==> config.mk <==
export PLATFORM = sky130hd
export DESIGN_NAME = vwrite_unit
export DESIGN_NICKNAME = d
export VERILOG_FILES = /design/src/design/vwrite_pkg.sv /design/src/design/store_addr_gen.sv /design/src/design/buffer_reader.sv /design/src/design/databus_burst.sv /design/src/design/vwrite_unit.sv
export SDC_FILE = /design/constraint.sdc
export NUM_CORES = 1
export LEC_CHECK = 0
export BUFFER_PORTS_ARGS = -buffer_cell sky130_fd_sc_hd__buf_2
export CAP_MARGIN = 20
export CORE_MARGIN = 10
export CORE_UTILIZATION = 30
export CTS_CLUSTER_DIAMETER = 30
export DETAILED_ROUTE_END_ITERATION = 7
export GPL_ROUTABILITY_DRIVEN = 0
export PLACE_DENSITY = 0.54
export SLEW_MARGIN = 30
export SYNTH_ARGS = -nofsm -noshare
export SYNTH_HDL_FRONTEND = slang
export SYNTH_SLANG_ARGS = --single-unit
==> constraint.sdc <==
create_clock -name clk -period 5.51 [get_ports clk]
set_input_delay 0.8265 -clock clk [delete_from_list [all_inputs] [get_ports clk]]
set_output_delay 0.8265 -clock clk [all_outputs]
set_load 0.02 [all_outputs]
==> src/design/vwrite_pkg.sv <==
`default_nettype none

package vwrite_pkg;

   // stream and buffer word
   localparam int DATA_W = 32;

   // buffer word address, top bit picks the ping-pong half
   localparam int ADDR_W = 10;

   // address generator counters
   localparam int PERIOD_W = 8;
   localparam int DELAY_W = 8;

   // external memory side
   localparam int AXI_ADDR_W = 32;
   localparam int LEN_W = 16;

   // byte step of the external address per beat
   localparam int BYTES_PER_WORD = 4;

   // store address generator
   typedef enum logic [1:0] {
      GEN_IDLE,
      GEN_DELAY,
      GEN_RUN
   } gen_state_t;

   // databus burst splitter
   typedef enum logic [1:0] {
      BURST_IDLE,
      BURST_REQUEST,
      BURST_DATA
   } burst_state_t;

endpackage

`default_nettype wire

==> src/design/store_addr_gen.sv <==
`timescale 1ns/100ps
`default_nettype none

module store_addr_gen (
   input  wire                             clk,
   input  wire                             rst,
   input  wire                             run_i,
   input  wire  [vwrite_pkg::DELAY_W-1:0]  delay_i,
   input  wire  [vwrite_pkg::ADDR_W-1:0]   start_i,
   input  wire  [vwrite_pkg::PERIOD_W-1:0] per_i,
   input  wire  [vwrite_pkg::ADDR_W-1:0]   incr_i,
   input  wire  [vwrite_pkg::ADDR_W-1:0]   iter_i,
   input  wire  [vwrite_pkg::ADDR_W-1:0]   shift_i,
   output logic                            write_o,
   output logic [vwrite_pkg::ADDR_W-1:0]   addr_o,
   output logic                            done_o
);
   import vwrite_pkg::*;

   gen_state_t          state;
   logic [DELAY_W-1:0]  delay_cnt;
   logic [PERIOD_W-1:0] per_cnt;
   logic [ADDR_W-1:0]   iter_cnt;
   logic [ADDR_W-1:0]   addr;
   logic [ADDR_W-1:0]   base;
   logic                empty;
   logic                inner_last;
   logic                outer_last;

   // zero period or zero iterations means nothing to store
   assign empty      = (per_i == '0) || (iter_i == '0);
   assign inner_last = (per_cnt == per_i - 1'b1);
   assign outer_last = (iter_cnt == iter_i - 1'b1);

   assign write_o = (state == GEN_RUN) && !empty;
   assign addr_o  = addr;
   assign done_o  = (state == GEN_RUN) && (empty || (inner_last && outer_last));

   always_ff @(posedge clk or posedge rst) begin
      if (rst) begin
         state     <= GEN_IDLE;
         delay_cnt <= '0;
         per_cnt   <= '0;
         iter_cnt  <= '0;
         addr      <= '0;
         base      <= '0;
      end else if (run_i) begin
         per_cnt   <= '0;
         iter_cnt  <= '0;
         addr      <= start_i;
         base      <= start_i;
         delay_cnt <= delay_i;
         // first write lands delay_i + 1 cycles after the run pulse
         state     <= (delay_i == '0) ? GEN_RUN : GEN_DELAY;
      end else begin
         case (state)
            GEN_DELAY: begin
               if (delay_cnt == DELAY_W'(1)) begin
                  state <= GEN_RUN;
               end else begin
                  delay_cnt <= delay_cnt - 1'b1;
               end
            end
            GEN_RUN: begin
               if (done_o) begin
                  state <= GEN_IDLE;
               end else if (inner_last) begin
                  // next outer iteration starts from the shifted base
                  per_cnt  <= '0;
                  iter_cnt <= iter_cnt + 1'b1;
                  base     <= base + shift_i;
                  addr     <= base + shift_i;
               end else begin
                  per_cnt <= per_cnt + 1'b1;
                  addr    <= addr + incr_i;
               end
            end
            default: begin
               state <= GEN_IDLE;
            end
         endcase
      end
   end

endmodule

`default_nettype wire

==> src/design/buffer_reader.sv <==
`timescale 1ns/100ps
`default_nettype none

module buffer_reader (
   input  wire                           clk,
   input  wire                           rst,
   input  wire                           start_i,
   input  wire  [vwrite_pkg::LEN_W-1:0]  count_i,
   input  wire                           half_i,
   input  wire                           ping_pong_i,
   output logic                          mem_re_o,
   output logic [vwrite_pkg::ADDR_W-1:0] mem_raddr_o,
   input  wire  [vwrite_pkg::DATA_W-1:0] mem_rdata_i,
   output logic                          word_valid_o,
   output logic [vwrite_pkg::DATA_W-1:0] word_o,
   input  wire                           take_i
);
   import vwrite_pkg::*;

   logic [LEN_W-1:0]  to_issue;
   logic [ADDR_W-1:0] rd_addr;
   logic              in_flight;
   logic [1:0]        q_cnt;
   logic [DATA_W-1:0] q0;
   logic [DATA_W-1:0] q1;
   logic [1:0]        occupancy;
   logic              room;

   // queued words plus the one still coming back from memory
   assign occupancy = q_cnt + {1'b0, in_flight};
   assign room      = (occupancy < 2'd2) || take_i;

   assign mem_re_o    = (to_issue != '0) && room;
   assign mem_raddr_o = ping_pong_i ? {half_i, rd_addr[ADDR_W-2:0]} : rd_addr;

   assign word_valid_o = (q_cnt != 2'd0);
   assign word_o       = q0;

   always_ff @(posedge clk or posedge rst) begin
      if (rst) begin
         to_issue  <= '0;
         rd_addr   <= '0;
         in_flight <= 1'b0;
         q_cnt     <= 2'd0;
      end else if (start_i) begin
         to_issue  <= count_i;
         rd_addr   <= '0;
         in_flight <= 1'b0;
         q_cnt     <= 2'd0;
      end else begin
         in_flight <= mem_re_o;
         if (mem_re_o) begin
            to_issue <= to_issue - 1'b1;
            rd_addr  <= rd_addr + 1'b1;
         end
         q_cnt <= q_cnt + {1'b0, in_flight} - {1'b0, take_i};
      end
   end

   // q0 is the head
   always_ff @(posedge clk) begin
      case ({in_flight, take_i})
         2'b10: begin
            if (q_cnt == 2'd0) begin
               q0 <= mem_rdata_i;
            end else begin
               q1 <= mem_rdata_i;
            end
         end
         2'b11: begin
            // a returning read leaves room for one queued word only
            q0 <= mem_rdata_i;
         end
         2'b01: begin
            q0 <= q1;
         end
         default: begin
         end
      endcase
   end

endmodule

`default_nettype wire

==> src/design/databus_burst.sv <==
`timescale 1ns/100ps
`default_nettype none

module databus_burst (
   input  wire                                clk,
   input  wire                                rst,
   input  wire                                start_i,
   input  wire  [vwrite_pkg::AXI_ADDR_W-1:0]  ext_addr_i,
   input  wire  [vwrite_pkg::LEN_W-1:0]       count_i,
   input  wire  [vwrite_pkg::LEN_W-1:0]       length_i,
   input  wire                                word_valid_i,
   input  wire  [vwrite_pkg::DATA_W-1:0]      word_i,
   output logic                               take_o,
   input  wire                                ready_i,
   input  wire                                last_i,
   output logic                               valid_o,
   output logic [vwrite_pkg::AXI_ADDR_W-1:0]  addr_o,
   output logic [vwrite_pkg::DATA_W-1:0]      wdata_o,
   output logic [vwrite_pkg::DATA_W/8-1:0]    wstrb_o,
   output logic [vwrite_pkg::LEN_W-1:0]       len_o,
   output logic                               done_o
);
   import vwrite_pkg::*;

   burst_state_t          state;
   logic [AXI_ADDR_W-1:0] addr;
   logic [LEN_W-1:0]      remaining;
   logic [LEN_W-1:0]      cur_len;

   // burst size, capped by what is left
   function automatic logic [LEN_W-1:0] burst_len(input logic [LEN_W-1:0] len,
                                                  input logic [LEN_W-1:0] left);
      return (left < len) ? left : len;
   endfunction

   // request and data phases share the one valid line
   assign valid_o = (state == BURST_REQUEST) || ((state == BURST_DATA) && word_valid_i);
   assign take_o  = (state == BURST_DATA) && word_valid_i && ready_i;
   assign addr_o  = addr;
   assign len_o   = cur_len;
   assign wdata_o = word_i;
   assign wstrb_o = '1;

   // remaining already excludes the burst in flight
   assign done_o = take_o && last_i && (remaining == '0);

   always_ff @(posedge clk or posedge rst) begin
      if (rst) begin
         state     <= BURST_IDLE;
         addr      <= '0;
         remaining <= '0;
         cur_len   <= '0;
      end else if (start_i) begin
         addr      <= ext_addr_i;
         remaining <= count_i;
         cur_len   <= burst_len(length_i, count_i);
         state     <= BURST_REQUEST;
      end else begin
         case (state)
            BURST_REQUEST: begin
               if (ready_i) begin
                  remaining <= remaining - cur_len;
                  state     <= BURST_DATA;
               end
            end
            BURST_DATA: begin
               if (take_o && last_i) begin
                  addr    <= addr + AXI_ADDR_W'(BYTES_PER_WORD * cur_len);
                  cur_len <= burst_len(length_i, remaining);
                  state   <= (remaining == '0) ? BURST_IDLE : BURST_REQUEST;
               end
            end
            default: begin
               state <= BURST_IDLE;
            end
         endcase
      end
   end

endmodule

`default_nettype wire

==> src/design/vwrite_unit.sv <==
`timescale 1ns/100ps
`default_nettype none

module vwrite_unit (
   input  wire                               clk,
   input  wire                               rst,
   input  wire                               run_i,
   input  wire                               running_i,
   output logic                              done_o,
   input  wire  [vwrite_pkg::DATA_W-1:0]     in_data_i,
   input  wire                               enabled_i,
   input  wire                               ping_pong_i,
   input  wire  [vwrite_pkg::AXI_ADDR_W-1:0] ext_addr_i,
   input  wire  [vwrite_pkg::LEN_W-1:0]      count_i,
   input  wire  [vwrite_pkg::LEN_W-1:0]      length_i,
   input  wire  [vwrite_pkg::DELAY_W-1:0]    delay_i,
   input  wire  [vwrite_pkg::ADDR_W-1:0]     start_i,
   input  wire  [vwrite_pkg::PERIOD_W-1:0]   per_i,
   input  wire  [vwrite_pkg::ADDR_W-1:0]     incr_i,
   input  wire  [vwrite_pkg::ADDR_W-1:0]     iter_i,
   input  wire  [vwrite_pkg::ADDR_W-1:0]     shift_i,
   input  wire                               databus_ready_i,
   output logic                              databus_valid_o,
   output logic [vwrite_pkg::AXI_ADDR_W-1:0] databus_addr_o,
   output logic [vwrite_pkg::DATA_W-1:0]     databus_wdata_o,
   output logic [vwrite_pkg::DATA_W/8-1:0]   databus_wstrb_o,
   output logic [vwrite_pkg::LEN_W-1:0]      databus_len_o,
   input  wire                               databus_last_i,
   output logic                              mem_we_o,
   output logic [vwrite_pkg::ADDR_W-1:0]     mem_waddr_o,
   output logic [vwrite_pkg::DATA_W-1:0]     mem_wdata_o,
   output logic                              mem_re_o,
   output logic [vwrite_pkg::ADDR_W-1:0]     mem_raddr_o,
   input  wire  [vwrite_pkg::DATA_W-1:0]     mem_rdata_i
);
   import vwrite_pkg::*;

   logic              store_done;
   logic              xfer_done;
   logic              pp_state;
   logic              xfer_start;
   logic              store_fin;
   logic              xfer_fin;
   logic              gen_write;
   logic [ADDR_W-1:0] gen_addr;
   logic              word_valid;
   logic [DATA_W-1:0] word;
   logic              take;

   // an empty transfer counts as already finished
   assign xfer_start = run_i && enabled_i && (count_i != '0);

   always_ff @(posedge clk or posedge rst) begin
      if (rst) begin
         store_done <= 1'b1;
         xfer_done  <= 1'b1;
      end else if (run_i) begin
         store_done <= 1'b0;
         xfer_done  <= !xfer_start;
      end else if (running_i) begin
         if (store_fin) begin
            store_done <= 1'b1;
         end
         if (xfer_fin) begin
            xfer_done <= 1'b1;
         end
      end
   end

   assign done_o = store_done && xfer_done;

   // store half flips each run, transfer reads the other one
   always_ff @(posedge clk or posedge rst) begin
      if (rst) begin
         pp_state <= 1'b0;
      end else if (run_i) begin
         pp_state <= ping_pong_i ? !pp_state : 1'b0;
      end
   end

   assign mem_we_o    = gen_write;
   assign mem_waddr_o = ping_pong_i ? {pp_state, gen_addr[ADDR_W-2:0]} : gen_addr;
   assign mem_wdata_o = in_data_i;

   store_addr_gen store_gen_i (
      .clk     (clk),
      .rst     (rst),
      .run_i   (run_i),
      .delay_i (delay_i),
      .start_i (start_i),
      .per_i   (per_i),
      .incr_i  (incr_i),
      .iter_i  (iter_i),
      .shift_i (shift_i),
      .write_o (gen_write),
      .addr_o  (gen_addr),
      .done_o  (store_fin)
   );

   buffer_reader reader_i (
      .clk          (clk),
      .rst          (rst),
      .start_i      (xfer_start),
      .count_i      (count_i),
      .half_i       (!pp_state),
      .ping_pong_i  (ping_pong_i),
      .mem_re_o     (mem_re_o),
      .mem_raddr_o  (mem_raddr_o),
      .mem_rdata_i  (mem_rdata_i),
      .word_valid_o (word_valid),
      .word_o       (word),
      .take_i       (take)
   );

   databus_burst burst_i (
      .clk          (clk),
      .rst          (rst),
      .start_i      (xfer_start),
      .ext_addr_i   (ext_addr_i),
      .count_i      (count_i),
      .length_i     (length_i),
      .word_valid_i (word_valid),
      .word_i       (word),
      .take_o       (take),
      .ready_i      (databus_ready_i),
      .last_i       (databus_last_i),
      .valid_o      (databus_valid_o),
      .addr_o       (databus_addr_o),
      .wdata_o      (databus_wdata_o),
      .wstrb_o      (databus_wstrb_o),
      .len_o        (databus_len_o),
      .done_o       (xfer_fin)
   );

endmodule

`default_nettype wire

==> results.md <==
* Startpoint type of the worst setup path: register
* Synth Register Bits at 210
* Inserted Diodes at 0
* Final HPWL DP at 30900 um
* Share of layout cells above drive strength 1 at 26.9%
* Max Cap Viol at 0
* VDD IR max at 0.317 mV
* Busiest metal layer after global routing: met2
* IO buf count at 263
* Post-cts resize count at 0
* Post-CTS setup buffer count at 0
* WP buf/inv at 1
* Util after Layout at 39.0%
* Yosys top cell area share at 26.5%
* Synth cell count leaders: dfrtp_1, o21ai_0, nand2_1
* TritonCTS Buffers at 66
* Status: complete, no violations
* # IOs at 332
* Post-synthesis sequential area ratio at 41.0%
* Final Cycle Share at 77.8%
* Clock slew at reported path FFs at 0.05 ns
* Slew headroom at 38.1%
* Sw frac at 33.0%
* Insertion delay to the later sink of the worst-skew pair at 0.56 ns
* Crit path cell chain: or4_4 -> nor4_4 -> or3b_1 -> or3_4 -> o41a_1 -> buf_2
* Height of the chip at 233 um
* Fmax at 0.233 GHz
* Vias in the first global route at 12000
* HP Class: input port to async pin
* P_int at 5.78 mW
* DRT iter0 DRCs at 787
* Cell taking the most area after synthesis: dfrtp_1
* Cells after Synth at 1439
* CTS tree: built
* First-pass GRT wire length at 66200 um
* Synthesized cell area at 13600 um2
* WL final at 41900 um
* Vias after detailed routing at 11700
* Die width at 233 um
* Fin cells at 2335
* RSZ-0062 raised after global routing: false
* Placed Cells incl. Taps at 2213
* Synth Flop Type: dfrtp_1
* Asr flop ratio synth at 69.5%
* M2 GR Usage at 25.2%
* Slowest stage delay, CP at 0.65 ns
* Met1 Usage GRT at 18.3%
* Synth Area per Inst at 9.47 um2
* Synth cell types at 73
* GR Util met3 at 4.65%
* Part of the power in registers at 26.9%
* Data required, critical path at 4.68 ns
* Net switching power at 2.85 mW
* Total power at 8.63 mW
* Fillers at 4573
* CP Class: register to output pin
* CTS Sinks at 210
* Clock network power share at 44.9%
* Core area at 45100 um2
* # setup viols final at 0
* Starting Density at 30.2%
* PD cells at 491 nW/um2
* Critical path peak fanout at 15
* 1st-pass router iterations at 4
* YS warnings at 0
* Setup TNS Final at 0 ns
* Initial antenna violation count at 2
* # hold bufs at CTS at 0
* Period minus WS final at 4.29 ns
* Critical-path top delay cell: o41a_1
* CP Launch Point: reader_i.to_issue[2]
* Top delay family on crit path: simple AND/OR/NAND/NOR gates
* GRT Residual Overflow at 0
* Combinational power share at 28.2%
* WP data arrival at 3.46 ns
* GRT Util Overall at 15.2%
* Count of pins over their slew limit at 0
* # rows at 78
* Full die area at 54300 um2
* Post-DR vias/cell at 5.00
* Most common cell in the netlist: dfrtp_1
* Nets at 1968
* Leakage power at 7.72 nW
* Clock Path Buffers at 3
* Largest net degree at the start of global routing at 81
* Setup crit end kind: output pin
* Clock Skew at 0.0211 ns
* CTS H-tree lvls at 3
* WL per Instance at 17.9 um
* RR Startpoint: reader_i.to_issue[2]
* Syn-to-layout area delta at 29.0%
* Post-synth EDFFs at 64
* DRC Markers at 0
* Root buf cell: clkbuf_16
* Antenna Nets Post-Route at 0
* Slew @ Worst Pin at 0.926 ns
* Final Hold Viols at 0
* Largest cells by area after synthesis: dfrtp_1, edfxtp_1, ha_1
==> area by class of cell <==
class / instances / area (um2) / area share, %
Timing Repair Buffer: 277 / 1440 / 8.20
Inverter: 62 / 238 / 1.35
Sequential cell: 210 / 5580 / 31.7
Clock inverter: 36 / 464 / 2.64
Multi-Input combinational cell: 1064 / 7250 / 41.3
Clock buffer: 86 / 1850 / 10.5
Tap cell: 600 / 751 / 4.27
==> sequential cells by signal, summed over array words and instances, names as in the netlist, 2 cells and up <==
register and count:
burst_i.state 2, reader_i.q_cnt 2, burst_i.addr_o 32, reader_i.rd_addr 10
reader_i.word_o 32, burst_i.len_o 16, store_gen_i.base 10, reader_i.q1 32
store_gen_i.addr_o 10, store_gen_i.iter_cnt 10, burst_i.remaining 16, store_gen_i.per_cnt 8
reader_i.to_issue 16, store_gen_i.delay_cnt 8, store_gen_i.state 2
==> cells in the final DEF, fill, tap and decap left out, types with 12 or more instances in the layout <==
master,n
buf_4,13
inv_1,60
o21ai_0,128
and3_1,14
mux2_2,53
ha_1,91
nor2_1,110
edfxtp_1,64
buf_2,263
xnor2_1,68
clkinv_2,16
a31oi_1,14
nand2_1,118
nor4_1,25
nor2b_1,16
clkbuf_16,68
xor2_1,36
dfrtp_1,144
nor3_1,34
a21oi_1,105
a21o_1,21
or3_1,23
mux2i_1,34
nand2b_1,13
nand3_1,37
nand4_1,12
==> worst paths after layout <==
kind                                        end  slack [ns]  cells past startpoint
setup reg to reg           reader_i.to_issue[4]        2.01                      9
max in group asynchronous      burst_i.len_o[9]        4.07                      3
hold reg to reg                      store_done        0.46                      2
min in group clk                 reader_i.q1[9]        0.45                      1
hold / removal               burst_i.addr_o[31]        0.32                      2
setup / recovery                       mem_re_o        1.22                      6
==> routing by layer <==
layer  part of all wire, %  wire length (um)
met5                     0                 0
met1                    42             17700
met4                   2.7              1130
met2                    48             20100
met3                   6.9              2890
==> cells by family (layout without fill, tap and decap cells) <==
family	Yosys count	count (layout)	synth area share, %
flip-flops	210	210	41.0
AO/OA/AOI/OAI	332	332	14.3
buffers and inverters	168	461	6.20
AND/OR/NAND/NOR	442	442	16.0
XOR/XNOR	104	104	6.69
multiplexers	87	87	6.88
other	1	4	0.0275
adder cells (fa/ha/maj)	95	95	8.95
==> power by group through the flow <==
| stage | clock network [mW] | registers, mW | logic [mW] |
|---|---|---|---|
| after floorplan | 0 | 2.43 | 1.65 |
| after global placement | 0 | 2.33 | 2.41 |
| after detailed placement | 0 | 2.34 | 2.43 |
| after CTS | 3.96 | 2.32 | 2.46 |
| after global routing | 4.04 | 2.37 | 2.72 |
| final | 3.87 | 2.32 | 2.44 |
==> per-stage QoR <==
step	worst slack, ns	hold WS [ns]	cell area [um2]
finish	1.22	0.323	17600
global placement	1.54	0.448	15200
detailed placement	1.48	0.451	15300
global route	1.04	0.352	17600
floorplan	0.764	0.438	13600
CTS	1.16	0.330	17600
(Power assumes the default switching activity.)
